File: src/motion_pkg.sv
package motion_pkg;

  // Move memory geometry
  localparam int MOVE_DEPTH = 8;   // Entries held
  localparam int MOVE_PTR_W = 3;   // Pointer bits, depth is a power of two

  // Level value when every entry is taken
  localparam logic [MOVE_PTR_W:0] LEVEL_FULL = (MOVE_PTR_W + 1)'(MOVE_DEPTH);

  // DDA tick divider
  localparam int DIV_W = 8;                              // Divisor width
  localparam logic [DIV_W-1:0] DIVISOR_RESET = 8'd3;     // Tick every 4 cycles

  // One queued motion segment
  typedef struct packed {
    logic               dir;        // 1 counts position up
    logic [31:0]        duration;   // Move lasts duration+1 ticks
    logic signed [31:0] increment;  // Starting rate
    logic signed [31:0] accel;      // Rate change per tick
  } move_t;

  // Fill state of the move store, shared by both peers
  typedef struct packed {
    logic [MOVE_PTR_W:0] level;  // Entries held
    logic                full;
    logic                empty;
  } store_status_t;

endpackage

File: src/apb_regs_pkg.sv
package apb_regs_pkg;

  localparam int APB_ADDR_W = 8;
  localparam int APB_DATA_W = 32;

  // Host to slave
  typedef struct packed {
    logic [APB_ADDR_W-1:0] paddr;
    logic                  psel;
    logic                  penable;
    logic                  pwrite;
    logic [APB_DATA_W-1:0] pwdata;
  } apb_req_t;

  // Slave to host
  typedef struct packed {
    logic [APB_DATA_W-1:0] prdata;
    logic                  pready;
    logic                  pslverr;  // Only meaningful with pready
  } apb_rsp_t;

  // Register map
  localparam logic [APB_ADDR_W-1:0] REG_CTRL      = 8'h00;  // bit0 enable, bit1 halt
  localparam logic [APB_ADDR_W-1:0] REG_DIVISOR   = 8'h04;
  localparam logic [APB_ADDR_W-1:0] REG_DURATION  = 8'h08;
  localparam logic [APB_ADDR_W-1:0] REG_INCREMENT = 8'h0C;
  localparam logic [APB_ADDR_W-1:0] REG_ACCEL     = 8'h10;
  localparam logic [APB_ADDR_W-1:0] REG_COMMIT    = 8'h14;  // Write only, bit0 dir
  localparam logic [APB_ADDR_W-1:0] REG_STATUS    = 8'h18;
  localparam logic [APB_ADDR_W-1:0] REG_POSITION  = 8'h1C;
  localparam logic [APB_ADDR_W-1:0] REG_ENCODER   = 8'h20;
  localparam logic [APB_ADDR_W-1:0] REG_VERSION   = 8'h24;

  localparam logic [7:0] VERSION_MAJOR = 8'd1;
  localparam logic [7:0] VERSION_MINOR = 8'd2;
  localparam logic [7:0] VERSION_PATCH = 8'd0;

endpackage

File: src/apb_cmd_regs.sv
`timescale 1ns/1ps

module apb_cmd_regs import motion_pkg::*, apb_regs_pkg::*; (
  input  logic               CLK,
  input  logic               resetn,
  input  apb_req_t           apb_req,
  input  logic               wr_gnt,     // Store accepted the commit
  input  store_status_t      status,
  input  logic               busy,       // Step engine running a move
  input  logic signed [31:0] position,
  input  logic signed [31:0] enc_count,
  input  logic               enc_fault,
  output apb_rsp_t           apb_rsp,
  output logic               wr_req,
  output move_t              wr_move,
  output logic               flush,      // One cycle, empties the store
  output logic               enable,
  output logic [DIV_W-1:0]   divisor
);

  logic               ctrl_halt;        // Last halt bit written
  logic [31:0]        stage_duration;   // Staged fields for the next commit
  logic signed [31:0] stage_increment;
  logic signed [31:0] stage_accel;
  logic               access;           // APB access phase
  logic               wr_access;
  logic               commit_access;
  logic               addr_ok;          // Offset decodes to a register
  logic [31:0]        rdata;

  assign access        = apb_req.psel & apb_req.penable;
  assign wr_access     = access & apb_req.pwrite;
  assign commit_access = wr_access & (apb_req.paddr == REG_COMMIT);

  // Request held through the access phase until granted
  // Never raised while full, that case errors out at once
  assign wr_req = commit_access & ~status.full;

  always_comb begin
    wr_move.dir       = apb_req.pwdata[0];  // Direction comes with the commit
    wr_move.duration  = stage_duration;
    wr_move.increment = stage_increment;
    wr_move.accel     = stage_accel;
  end

  // Halt write flushes the store during the access cycle
  assign flush = wr_access & (apb_req.paddr == REG_CTRL) & apb_req.pwdata[1];

  // Control registers
  always_ff @(posedge CLK) begin
    if (!resetn) begin
      enable    <= 1'b0;
      ctrl_halt <= 1'b0;
      divisor   <= DIVISOR_RESET;
    end else if (wr_access) begin
      case (apb_req.paddr)
        REG_CTRL: begin
          enable    <= apb_req.pwdata[0];
          ctrl_halt <= apb_req.pwdata[1];
        end
        REG_DIVISOR: divisor <= apb_req.pwdata[DIV_W-1:0];
        default: ;  // Read-only and commit offsets
      endcase
    end
  end

  // Move staging, plain data
  always_ff @(posedge CLK) begin
    if (wr_access) begin
      case (apb_req.paddr)
        REG_DURATION:  stage_duration  <= apb_req.pwdata;
        REG_INCREMENT: stage_increment <= apb_req.pwdata;
        REG_ACCEL:     stage_accel     <= apb_req.pwdata;
        default: ;
      endcase
    end
  end

  // Read mux and address decode
  always_comb begin
    addr_ok = 1'b1;
    rdata   = '0;
    case (apb_req.paddr)
      REG_CTRL:      rdata = {30'b0, ctrl_halt, enable};
      REG_DIVISOR:   rdata = {{(32 - DIV_W){1'b0}}, divisor};
      REG_DURATION:  rdata = stage_duration;
      REG_INCREMENT: rdata = stage_increment;
      REG_ACCEL:     rdata = stage_accel;
      REG_COMMIT:    rdata = '0;               // Write only, reads as zero
      REG_STATUS:    rdata = {20'b0, status.level, 4'b0,
                              enc_fault, busy, status.empty, status.full};
      REG_POSITION:  rdata = position;
      REG_ENCODER:   rdata = enc_count;
      REG_VERSION:   rdata = {8'h00, VERSION_MAJOR, VERSION_MINOR, VERSION_PATCH};
      default:       addr_ok = 1'b0;           // Unmapped
    endcase
  end

  // Zero wait states except a commit waiting on the arbiter
  always_comb begin
    apb_rsp.prdata  = rdata;
    apb_rsp.pready  = commit_access ? (status.full | wr_gnt) : 1'b1;
    apb_rsp.pslverr = access & (~addr_ok | (commit_access & status.full));
  end

endmodule

File: src/move_store.sv
`timescale 1ns/1ps

module move_store import motion_pkg::*; (
  input  logic          CLK,
  input  logic          resetn,
  input  logic          flush,    // Drop every queued move
  input  logic          wr_req,   // Commit writer
  input  move_t         wr_move,
  input  logic          rd_req,   // Step engine
  output logic          wr_gnt,
  output logic          rd_gnt,
  output move_t         rd_move,  // Valid the cycle after rd_gnt
  output store_status_t status
);

  move_t                 mem [MOVE_DEPTH];  // Single port, one access per cycle
  logic [MOVE_PTR_W-1:0] wr_ptr;            // Wraps on its own
  logic [MOVE_PTR_W-1:0] rd_ptr;
  logic [MOVE_PTR_W:0]   level;

  always_comb begin
    status.level = level;
    status.full  = (level == LEVEL_FULL);
    status.empty = (level == '0);
  end

  // Reader first, writer only when the port is free
  // No access at all in a flush cycle
  assign rd_gnt = rd_req & ~status.empty & ~flush;
  assign wr_gnt = wr_req & ~status.full & ~flush & ~rd_gnt;

  // Pointers and fill level
  always_ff @(posedge CLK) begin
    if (!resetn) begin
      wr_ptr <= '0;
      rd_ptr <= '0;
      level  <= '0;
    end else if (flush) begin
      wr_ptr <= '0;
      rd_ptr <= '0;
      level  <= '0;
    end else if (rd_gnt) begin
      rd_ptr <= rd_ptr + 1'b1;
      level  <= level - 1'b1;
    end else if (wr_gnt) begin
      wr_ptr <= wr_ptr + 1'b1;
      level  <= level + 1'b1;
    end
  end

  // Memory port, registered read
  always_ff @(posedge CLK) begin
    if (wr_gnt) begin
      mem[wr_ptr] <= wr_move;
    end
    if (rd_gnt) begin
      rd_move <= mem[rd_ptr];
    end
  end

endmodule

File: src/dda_stepper.sv
`timescale 1ns/1ps

module dda_stepper import motion_pkg::*; (
  input  logic               CLK,
  input  logic               resetn,
  input  logic               enable,    // Gates new loads only
  input  logic [DIV_W-1:0]   divisor,
  input  logic               flush,
  input  logic               rd_gnt,
  input  move_t              rd_move,
  input  store_status_t      status,
  output logic               rd_req,
  output logic               step,      // One-cycle pulse per carry
  output logic               dir,
  output logic               busy,
  output logic signed [31:0] position
);

  typedef enum logic [1:0] {
    ST_IDLE,  // Waiting for a move and enable
    ST_REQ,   // Asking the store
    ST_RUN    // Load cycle, then ticking
  } state_t;

  state_t             state;
  logic               load_q;     // rd_move valid this cycle
  logic [DIV_W-1:0]   div_cnt;    // Cycles to the next tick
  logic [31:0]        remaining;  // Ticks left after the current one
  logic signed [31:0] rate;
  logic signed [31:0] accel;
  logic [31:0]        phase;      // Kept across moves
  logic               tick;
  logic [32:0]        phase_sum;  // Bit 32 is the step carry

  assign rd_req = (state == ST_REQ);
  assign busy   = (state != ST_IDLE);

  assign tick      = (state == ST_RUN) & ~load_q & (div_cnt == '0);
  assign phase_sum = {1'b0, phase} + {1'b0, rate};  // Unsigned add of rate bits

  always_ff @(posedge CLK) begin
    if (!resetn) begin
      state     <= ST_IDLE;
      load_q    <= 1'b0;
      div_cnt   <= '0;
      remaining <= '0;
      phase     <= '0;
      step      <= 1'b0;
      dir       <= 1'b0;
      position  <= '0;
    end else begin
      step   <= 1'b0;
      load_q <= 1'b0;
      if (flush) begin
        state <= ST_IDLE;  // Abandon the move, phase and position kept
      end else begin
        case (state)
          ST_IDLE: begin
            if (enable && !status.empty) state <= ST_REQ;
          end
          ST_REQ: begin
            if (rd_gnt) begin      // Store already popped, must run it
              state  <= ST_RUN;
              load_q <= 1'b1;
            end else if (!enable) begin
              state <= ST_IDLE;
            end
          end
          ST_RUN: begin
            if (load_q) begin
              dir       <= rd_move.dir;
              remaining <= rd_move.duration;
              div_cnt   <= divisor;     // First tick divisor+1 cycles on
            end else if (tick) begin
              div_cnt <= divisor;
              phase   <= phase_sum[31:0];
              step    <= phase_sum[32];
              if (phase_sum[32]) begin
                position <= dir ? position + 1 : position - 1;
              end
              if (remaining == '0) begin
                state <= ST_IDLE;       // Last tick of the move
              end else begin
                remaining <= remaining - 1'b1;
              end
            end else begin
              div_cnt <= div_cnt - 1'b1;
            end
          end
          default: state <= ST_IDLE;
        endcase
      end
    end
  end

  // Rate integrates accel once per tick
  always_ff @(posedge CLK) begin
    if (state == ST_RUN && load_q) begin
      rate  <= rd_move.increment;
      accel <= rd_move.accel;
    end else if (tick) begin
      rate <= rate + accel;
    end
  end

endmodule

File: src/quad_encoder.sv
`timescale 1ns/1ps

module quad_encoder (
  input  logic               CLK,
  input  logic               resetn,
  input  logic               enc_a,
  input  logic               enc_b,
  output logic signed [31:0] count,   // Four counts per cycle of A
  output logic               fault    // Sticky, skipped state seen
);

  logic [1:0] sync_a;   // Two-flop synchronizers
  logic [1:0] sync_b;
  logic [1:0] ab_cur;   // {A, B} after sync
  logic [1:0] ab_prev;

  assign ab_cur = {sync_a[1], sync_b[1]};

  // Free running, settles while reset is held
  always_ff @(posedge CLK) begin
    sync_a  <= {sync_a[0], enc_a};
    sync_b  <= {sync_b[0], enc_b};
    ab_prev <= ab_cur;
  end

  // A leading B counts up: 00 10 11 01
  always_ff @(posedge CLK) begin
    if (!resetn) begin
      count <= '0;
      fault <= 1'b0;
    end else begin
      case ({ab_prev, ab_cur})
        4'b0010, 4'b1011, 4'b1101, 4'b0100: count <= count + 1;
        4'b0001, 4'b0111, 4'b1110, 4'b1000: count <= count - 1;
        4'b0011, 4'b1100, 4'b0110, 4'b1001: fault <= 1'b1;  // Both changed
        default: ;  // No edge
      endcase
    end
  end

endmodule

File: src/motion_top.sv
`timescale 1ns/1ps

module motion_top import motion_pkg::*, apb_regs_pkg::*; (
  input  logic     CLK,
  input  logic     resetn,
  input  apb_req_t apb_req,
  input  logic     enc_a,
  input  logic     enc_b,
  output apb_rsp_t apb_rsp,
  output logic     step,
  output logic     dir,
  output logic     buffer_ready   // Room for another commit
);

  logic               wr_req;
  logic               wr_gnt;
  move_t              wr_move;
  logic               rd_req;
  logic               rd_gnt;
  move_t              rd_move;
  store_status_t      status;
  logic               flush;
  logic               enable;
  logic [DIV_W-1:0]   divisor;
  logic               busy;
  logic signed [31:0] position;
  logic signed [31:0] enc_count;
  logic               enc_fault;

  assign buffer_ready = ~status.full;

  apb_cmd_regs u_regs (
    .CLK       (CLK),
    .resetn    (resetn),
    .apb_req   (apb_req),
    .wr_gnt    (wr_gnt),
    .status    (status),
    .busy      (busy),
    .position  (position),
    .enc_count (enc_count),
    .enc_fault (enc_fault),
    .apb_rsp   (apb_rsp),
    .wr_req    (wr_req),
    .wr_move   (wr_move),
    .flush     (flush),
    .enable    (enable),
    .divisor   (divisor)
  );

  // Shared move memory, engine reads take priority
  move_store u_store (
    .CLK     (CLK),
    .resetn  (resetn),
    .flush   (flush),
    .wr_req  (wr_req),
    .wr_move (wr_move),
    .rd_req  (rd_req),
    .wr_gnt  (wr_gnt),
    .rd_gnt  (rd_gnt),
    .rd_move (rd_move),
    .status  (status)
  );

  dda_stepper u_dda (
    .CLK      (CLK),
    .resetn   (resetn),
    .enable   (enable),
    .divisor  (divisor),
    .flush    (flush),
    .rd_gnt   (rd_gnt),
    .rd_move  (rd_move),
    .status   (status),
    .rd_req   (rd_req),
    .step     (step),
    .dir      (dir),
    .busy     (busy),
    .position (position)
  );

  quad_encoder u_enc (
    .CLK    (CLK),
    .resetn (resetn),
    .enc_a  (enc_a),
    .enc_b  (enc_b),
    .count  (enc_count),
    .fault  (enc_fault)
  );

endmodule

File: config.mk
export PLATFORM = sky130hd
export DESIGN_NAME = motion_top
export DESIGN_NICKNAME = d
export VERILOG_FILES = /design/src/motion_pkg.sv /design/src/apb_regs_pkg.sv /design/src/apb_cmd_regs.sv /design/src/move_store.sv /design/src/dda_stepper.sv /design/src/quad_encoder.sv /design/src/motion_top.sv
export SDC_FILE = /design/constraint.sdc
export NUM_CORES = 2
export LEC_CHECK = 0
export BUFFER_PORTS_ARGS = -buffer_cell sky130_fd_sc_hd__buf_2
export CORE_AREA = 2 2 303 305
export CTS_CLUSTER_SIZE = 40
export DETAILED_ROUTE_END_ITERATION = 10
export DIE_AREA = 0 0 305 307
export GPL_TIMING_DRIVEN = 1
export PLACE_DENSITY_LB_ADDON = 0.08
export SYNTH_ARGS = -nofsm -noshare
export SYNTH_HDL_FRONTEND = slang
export SYNTH_SLANG_ARGS = --single-unit
File: constraint.sdc
create_clock -name CLK -period 9.7 [get_ports CLK]
set_input_delay 1.94 -clock CLK [delete_from_list [all_inputs] [get_ports CLK]]
set_output_delay 1.94 -clock CLK [all_outputs]
set_load 0.02 [all_outputs]
* Yosys cells after proc, flatten, opt, wreduce, memory -nomap -nowiden *
Memory sizes are Yosys's and may differ from the RTL's. A register that Yosys moved wholly into a read port is not among the register bits.
Index checks and enable logic that the tools add are counted.

storage, ports and cells
  register bits = 328
  RAM bits = 776
  input port bits = 47
  output and inout bits = 37
  logic and storage cells = 150
  memories = 1

cells by class
  add/sub/neg operators = 12
  equal/unequal tests = 30
  mux-type cells = 24
  bitwise logic cells = 27
  reductions and logical operators = 32

memories
  name         depth  width  read ports  clocked after Yosys merged registers in  wr ports  RTL line          text
  u_store.mem  8      97     1           1                                        1         move_store.sv:16  move_t mem [MOVE_DEPTH];

operators with widths
  kind                   count
  $pmux 32 s9            1
  $mux 32                6
  $add 32x2->32 const B  2
  $pmux 32 s2            1
  $sub 32x2->32 const B  2
  $add 32x32->33         1
  $add 32x32->32         1
  $eq 8x5->1 const B     4
  $logic_not 32->1       1
  $sub 32x1->32 const B  1
  $eq 4x4->1 const B     7
  $eq 8x4->1 const B     2
  $eq 8x6->1 const B     2
  $logic_not 8->1        2
  $mux 8                 2
  $and 1x1->1            15
  $reduce_and 2->1       7
  $eq 4x3->1 const B     3
  $mux 2                 6
  $reduce_or 4->1        3
  $not 1->1              10
  $reduce_and 5->1       2
  $reduce_bool 2->1      5
  $reduce_or 10->1       1
  other kinds (25)       38

* Logic depth before layout (Yosys ltp) *
  word-level depth = 10
  depth in mapped cells = 14
  mapped depth without buffers = 14

* Cells and area by module *
Synthesis repeated with hierarchy kept, for this count alone.

second synthesis, totals
  cell total of the unflattened synthesis = 3,457
  area total of the unflattened synthesis = 52,097.5 um^2

modules (own cells, without submodules)
  module        instances  cells each  area each (um^2)  sequential area each (um^2)
  move_store    1          1,290       32,541.2          26,415.3
  dda_stepper   1          1,454       11,785.1          4,103.9
  apb_cmd_regs  1          338         4,818.4           3,083.0
  quad_encoder  1          374         2,949.1           780.7
  motion_top    1          1           3.8               0.0

* Worst setup path before layout *
OpenSTA, ideal clock, no wires.

  path kind = input -> register
  from = input apb_req[36] in the netlist's numbering
  to = memory u_store.mem[0][0] in the netlist's numbering (enable)
  library setup time = 0.672 ns
  arrival time = 9.721 ns
  data required time = 9.028 ns
  slack = -0.692 ns
  cell stages on the path = 6
  buffers on the path = 1
  cells stage by stage = or3_1 -> clkbuf_1 -> nor2_1 -> nand3_1 -> or3_1 -> nor3_1

on the way
  word-level cells in the longest chain between the ends = 9
  elaborated cells on any way between the ends = 14
  those cells by class = eq/ne: 1; mux: 2; bitwise: 10; reduce/logical: 1

RTL lines
  what                                                RTL line          text
  from (decl)                                         motion_top.sv:6   input apb_req_t apb_req,
  branches (longest 6 deep; another with $eq 8x5->1)  -
  $and 1x1->1 (*)                                     move_store.sv:30  assign wr_gnt = wr_req & ~status.full & ~flush & ~rd_gnt;
  $mux 1 (*)                                          move_store.sv:53  if (wr_gnt) begin
  $mux 1 (implied by the code) (*)                    move_store.sv:54  mem[wr_ptr] <= wr_move;
  to (decl)                                           move_store.sv:16

Every way passes the cells marked *.

==> out/metrics.csv <==
stage,metric,value,unit
final_layout,ratio of cells with drive above 1 in the final layout,18.4,%
min_path,Hold Crit Class,flop to flop,
final_layout,max FFs per register,776,
synth,post-synthesis register bit count,1201,
power,Comb pwr share,2.4,%
clocking,"CTS clk-pin slew, worst paths",0.05,ns
synth,post-synthesis sequential area ratio,67.1,%
detailed_routing,Post-Route WL,129,mm
worst_setup_path,"Req. time, crit path",7.76,ns
final_layout,Area Growth Syn to Fin,11.0,%
final_layout,register bank with the most flops,u_store.mem,
sta,Final Hold Vio Count,0,
clocking,Post-CTS Setup Bufs,0,
final_layout,leading registers by flop count,"u_store.mem x776, u_store.rd_move x97",
clocking,Resized cells post-CTS,0,
detailed_routing,wire per inst,26.9,µm
place,placed cells,4557,
clocking,hold buffer count at CTS,0,
final_layout,fillers,6590,
floorplanning,I/O pins,84,
worst_setup_path,critical path type,input port to output port,
global_route,largest net degree at the start of global routing,111,
global_route,initial antenna violation count,2,
power,Peak VDD IR,0.000197,V
sta,worst clock skew,0.0254,ns
floorplanning,DIE WIDTH,305,µm
power,switch share,20.6,%
synth,ys async rst share,0,%
clocking,CTS max path bufs,3,
place,routability congestion estimate,0.941,
global_route,grt ovf,0,
final_layout,Final Non-Filler Cells,4777,
sta,Hold WS,0.327,ns
clocking,H-tree levels,3,
floorplanning,core footprint,90700,µm²
worst_setup_path,Crit. Startpoint,apb_req[37],
global_route,first-pass GRT wire length,191,mm
synth,Netlist Area Pre-Place,51300,µm²
power,leakage,19.2,nW
detailed_routing,Via Count,30137,
worst_setup_path,Critical Path End,apb_rsp[2],
detailed_routing,# DRC,0,
place,PortBufs,83,
worst_setup_path,r2r setup slk,5.00,ns
power,sequential share of power,54.3,%
global_route,GR Util All Layers,27.5,%
final_layout,fin util,62.7,%
final_layout,"Non-Filler Cell Area, Final",56900,µm²
synth,Avg Synthesized Cell Area,15.2,µm²
clocking,clk sinks,1201,
worst_setup_path,R2R depth,15,
worst_setup_path,crit end category,output port,
detailed_routing,Antenna Violating Nets Remaining,0,
sta,Slew Limit Fails,0,
detailed_routing,Vias/cell,6.31,
floorplanning,row cnt,111,
sta,Setup-failing EPs final,0,
min_path,Hold Crit Start,u_enc.sync_a[0]$_DFF_P_,
final_layout,Nets,3672,
sta,Slew @ Worst Pin,1.22,ns
power,Clk pwr share,43.3,%
synth,post-synth cell types,79,
clocking,total CTS buffers,118,
sta,setup TNS,0,ns
worst_setup_path,CP max FO,32,
sta,Max Fclk,159,MHz
synth,Syn Inst Count,3380,
synth,YS warnings,0,
floorplanning,Starting Density,56.5,%
power,P_int,8.18,mW
power,PwrDens,181,nW/µm²
sta,Tmin final,6.30,ns
power,Net Sw Power,2.12,mW
flow_run,max-cap violation count,0,
clocking,CTS tree,done,
worst_setup_path,Arrival @ worst endpoint,4.36,ns
run_status,status,"finished, final reports clean",
worst_setup_path,Critical Path Source Type,input port,
place,Placed Area,53100,µm²
worst_setup_path,worst flop-to-flop path endpoint,u_enc.count[24]$_SDFFE_PN0P_,
worst_setup_path,worst r2r src,u_enc.sync_a[1]$_DFF_P_,
place,HPWL after DPL,82.0,mm
detailed_routing,drt pass-1 iters,8,
detailed_routing,1st-iter DRT viols,3584,
floorplanning,Chip Height,307,µm
clocking,Skew-Pair Late Insertion Delay,0.69,ns
sta,relative slew slack,18.4,%
sta,RSZ-0062 raised after global routing,false,
clocking,clock tree root driver cell,clkbuf_16,
synth,net count after synthesis,3561,
global_route,vias in the first global route,30075,
synth,Synth Flop Type,edfxtp_1,
sta,crit share post-route,65.0,%
synth,Post-synth EDFFs,1033,
floorplanning,Die Area,93600,µm²
-- worst min-delay path by stage --
stage / end / slack (ns) / depth (start not counted)
6_report: u_enc.sync_a[1]$_DFF_P_ / 0.33 / 0
2_1_floorplan: u_enc.sync_a[1]$_DFF_P_ / 0.31 / 0
3_3_place_gp: u_enc.sync_a[1]$_DFF_P_ / 0.33 / 0
4_1_cts: u_enc.sync_a[1]$_DFF_P_ / 0.33 / 0
5_1_grt: u_enc.sync_a[1]$_DFF_P_ / 0.34 / 0
3_5_place_dp: u_enc.sync_a[1]$_DFF_P_ / 0.31 / 0
-- metal layers --
metal  up-vias  part of all wire, %  track usage, %
li1      13487                    -               -
met1     15328                   42            38.7
met2      1119                   48            44.7
met3       203                  7.2            4.37
met4         0                  3.2            8.59
met5         -                    0               0
-- synth_stat cells (6+ instances only) --
cell,number,area (µm²)
edfxtp_1,1033,31000
nand2_1,300,1130
a21oi_1,260,1300
mux4_2,194,4370
nor2_1,189,709
dfxtp_1,168,3360
ha_1,129,1610
clkbuf_1,112,420
o21ai_0,108,541
mux2_2,99,1110
a21o_1,73,548
xnor2_1,63,552
a22oi_1,61,458
nand3_1,52,260
xor2_1,51,447
nor3_1,46,230
inv_1,42,158
a211oi_1,30,225
nand2b_1,28,175
buf_1,23,86.3
a222oi_1,20,200
a31oi_1,20,125
and2_1,18,113
nand4_1,16,100
nor2b_1,16,100
o21a_1,16,120
nor4_1,14,87.6
and3_1,12,75.1
o22ai_1,12,75.1
o21bai_1,11,82.6
o31ai_1,11,82.6
a211o_1,10,87.6
o21ai_1,10,50.1
or3_1,10,62.6
a31o_2,9,78.8
mux2i_1,9,90.1
o211ai_1,8,60.1
nor3b_1,7,52.6
o21ai_2,7,61.3
nor4b_1,6,52.6
-- power by group through the flow --
stage               clock network (mW)  logic, mW  registers (mW)
finish                            4.46      0.251            5.59
global route                      4.72      0.276            5.59
CTS                               4.52      0.250            5.59
detailed placement                   0      0.249            5.70
global placement                     0      0.239            5.70
floorplan                            0      0.174            5.68
-- cell type report --
class	instances	area [µm²]	area share, %
antenna	1	2.50	0.00440
inverter	42	163	0.286
multi-input combinational	1995	16300	28.6
sequential	1201	34400	60.4
tap	1186	1480	2.61
timing repair buffer	133	803	1.41
clock buffer	160	3210	5.65
clock inverter	59	556	0.976
-- logic make-up (layout without fill, tap and decap cells) --
kind of cell	count (synthesis)	count (layout)	share of synthesized area, %
compound gates	706	706	8.75
xor+xnor	114	114	1.95
fa+ha+maj	134	134	3.34
buf+inv	184	394	1.42
flops	1201	1201	67.1
mux	302	302	10.9
other cells	0	1	0
simple gates	739	739	6.59
-- worst max-delay path: stages --
cell	delay [ns]
buf_2	0.14
nor4_1	0.48
nand2_1	0.24
nor2_4	0.86
a22o_1	0.27
a221oi_1	0.05
nand3_1	0.18
buf_2	0.18
-- through the flow --
stage               setup WS (ns)  power, mW
finish                       3.40       10.3
global route                 3.17       10.6
CTS                          3.44       10.4
detailed placement           3.46       5.95
global placement             3.54       5.94
floorplan                    1.91       5.85
-- cell usage in the layout (no fill, tap or decap), types with 12 or more instances in the layout --
cell type	instances
nor4_1	14
a21oi_1	260
a21o_1	73
o22ai_1	12
and3_1	12
o21ai_0	108
nor2_1	176
and2_1	18
a222oi_1	20
buf_2	83
edfxtp_1	1033
clkbuf_1	34
nand4_1	16
nand3_1	52
clkbuf_16	120
clkinv_1	14
ha_1	129
clkinv_2	23
xor2_1	51
o21a_1	16
mux4_2	194
nor3_1	41
buf_4	49
inv_1	39
a211oi_1	30
a31oi_1	19
nor2b_1	16
mux2_2	99
nand2b_1	28
nand2_1	300
xnor2_1	63
a22oi_1	61
dfxtp_1	164
(Power assumes the default switching activity.)
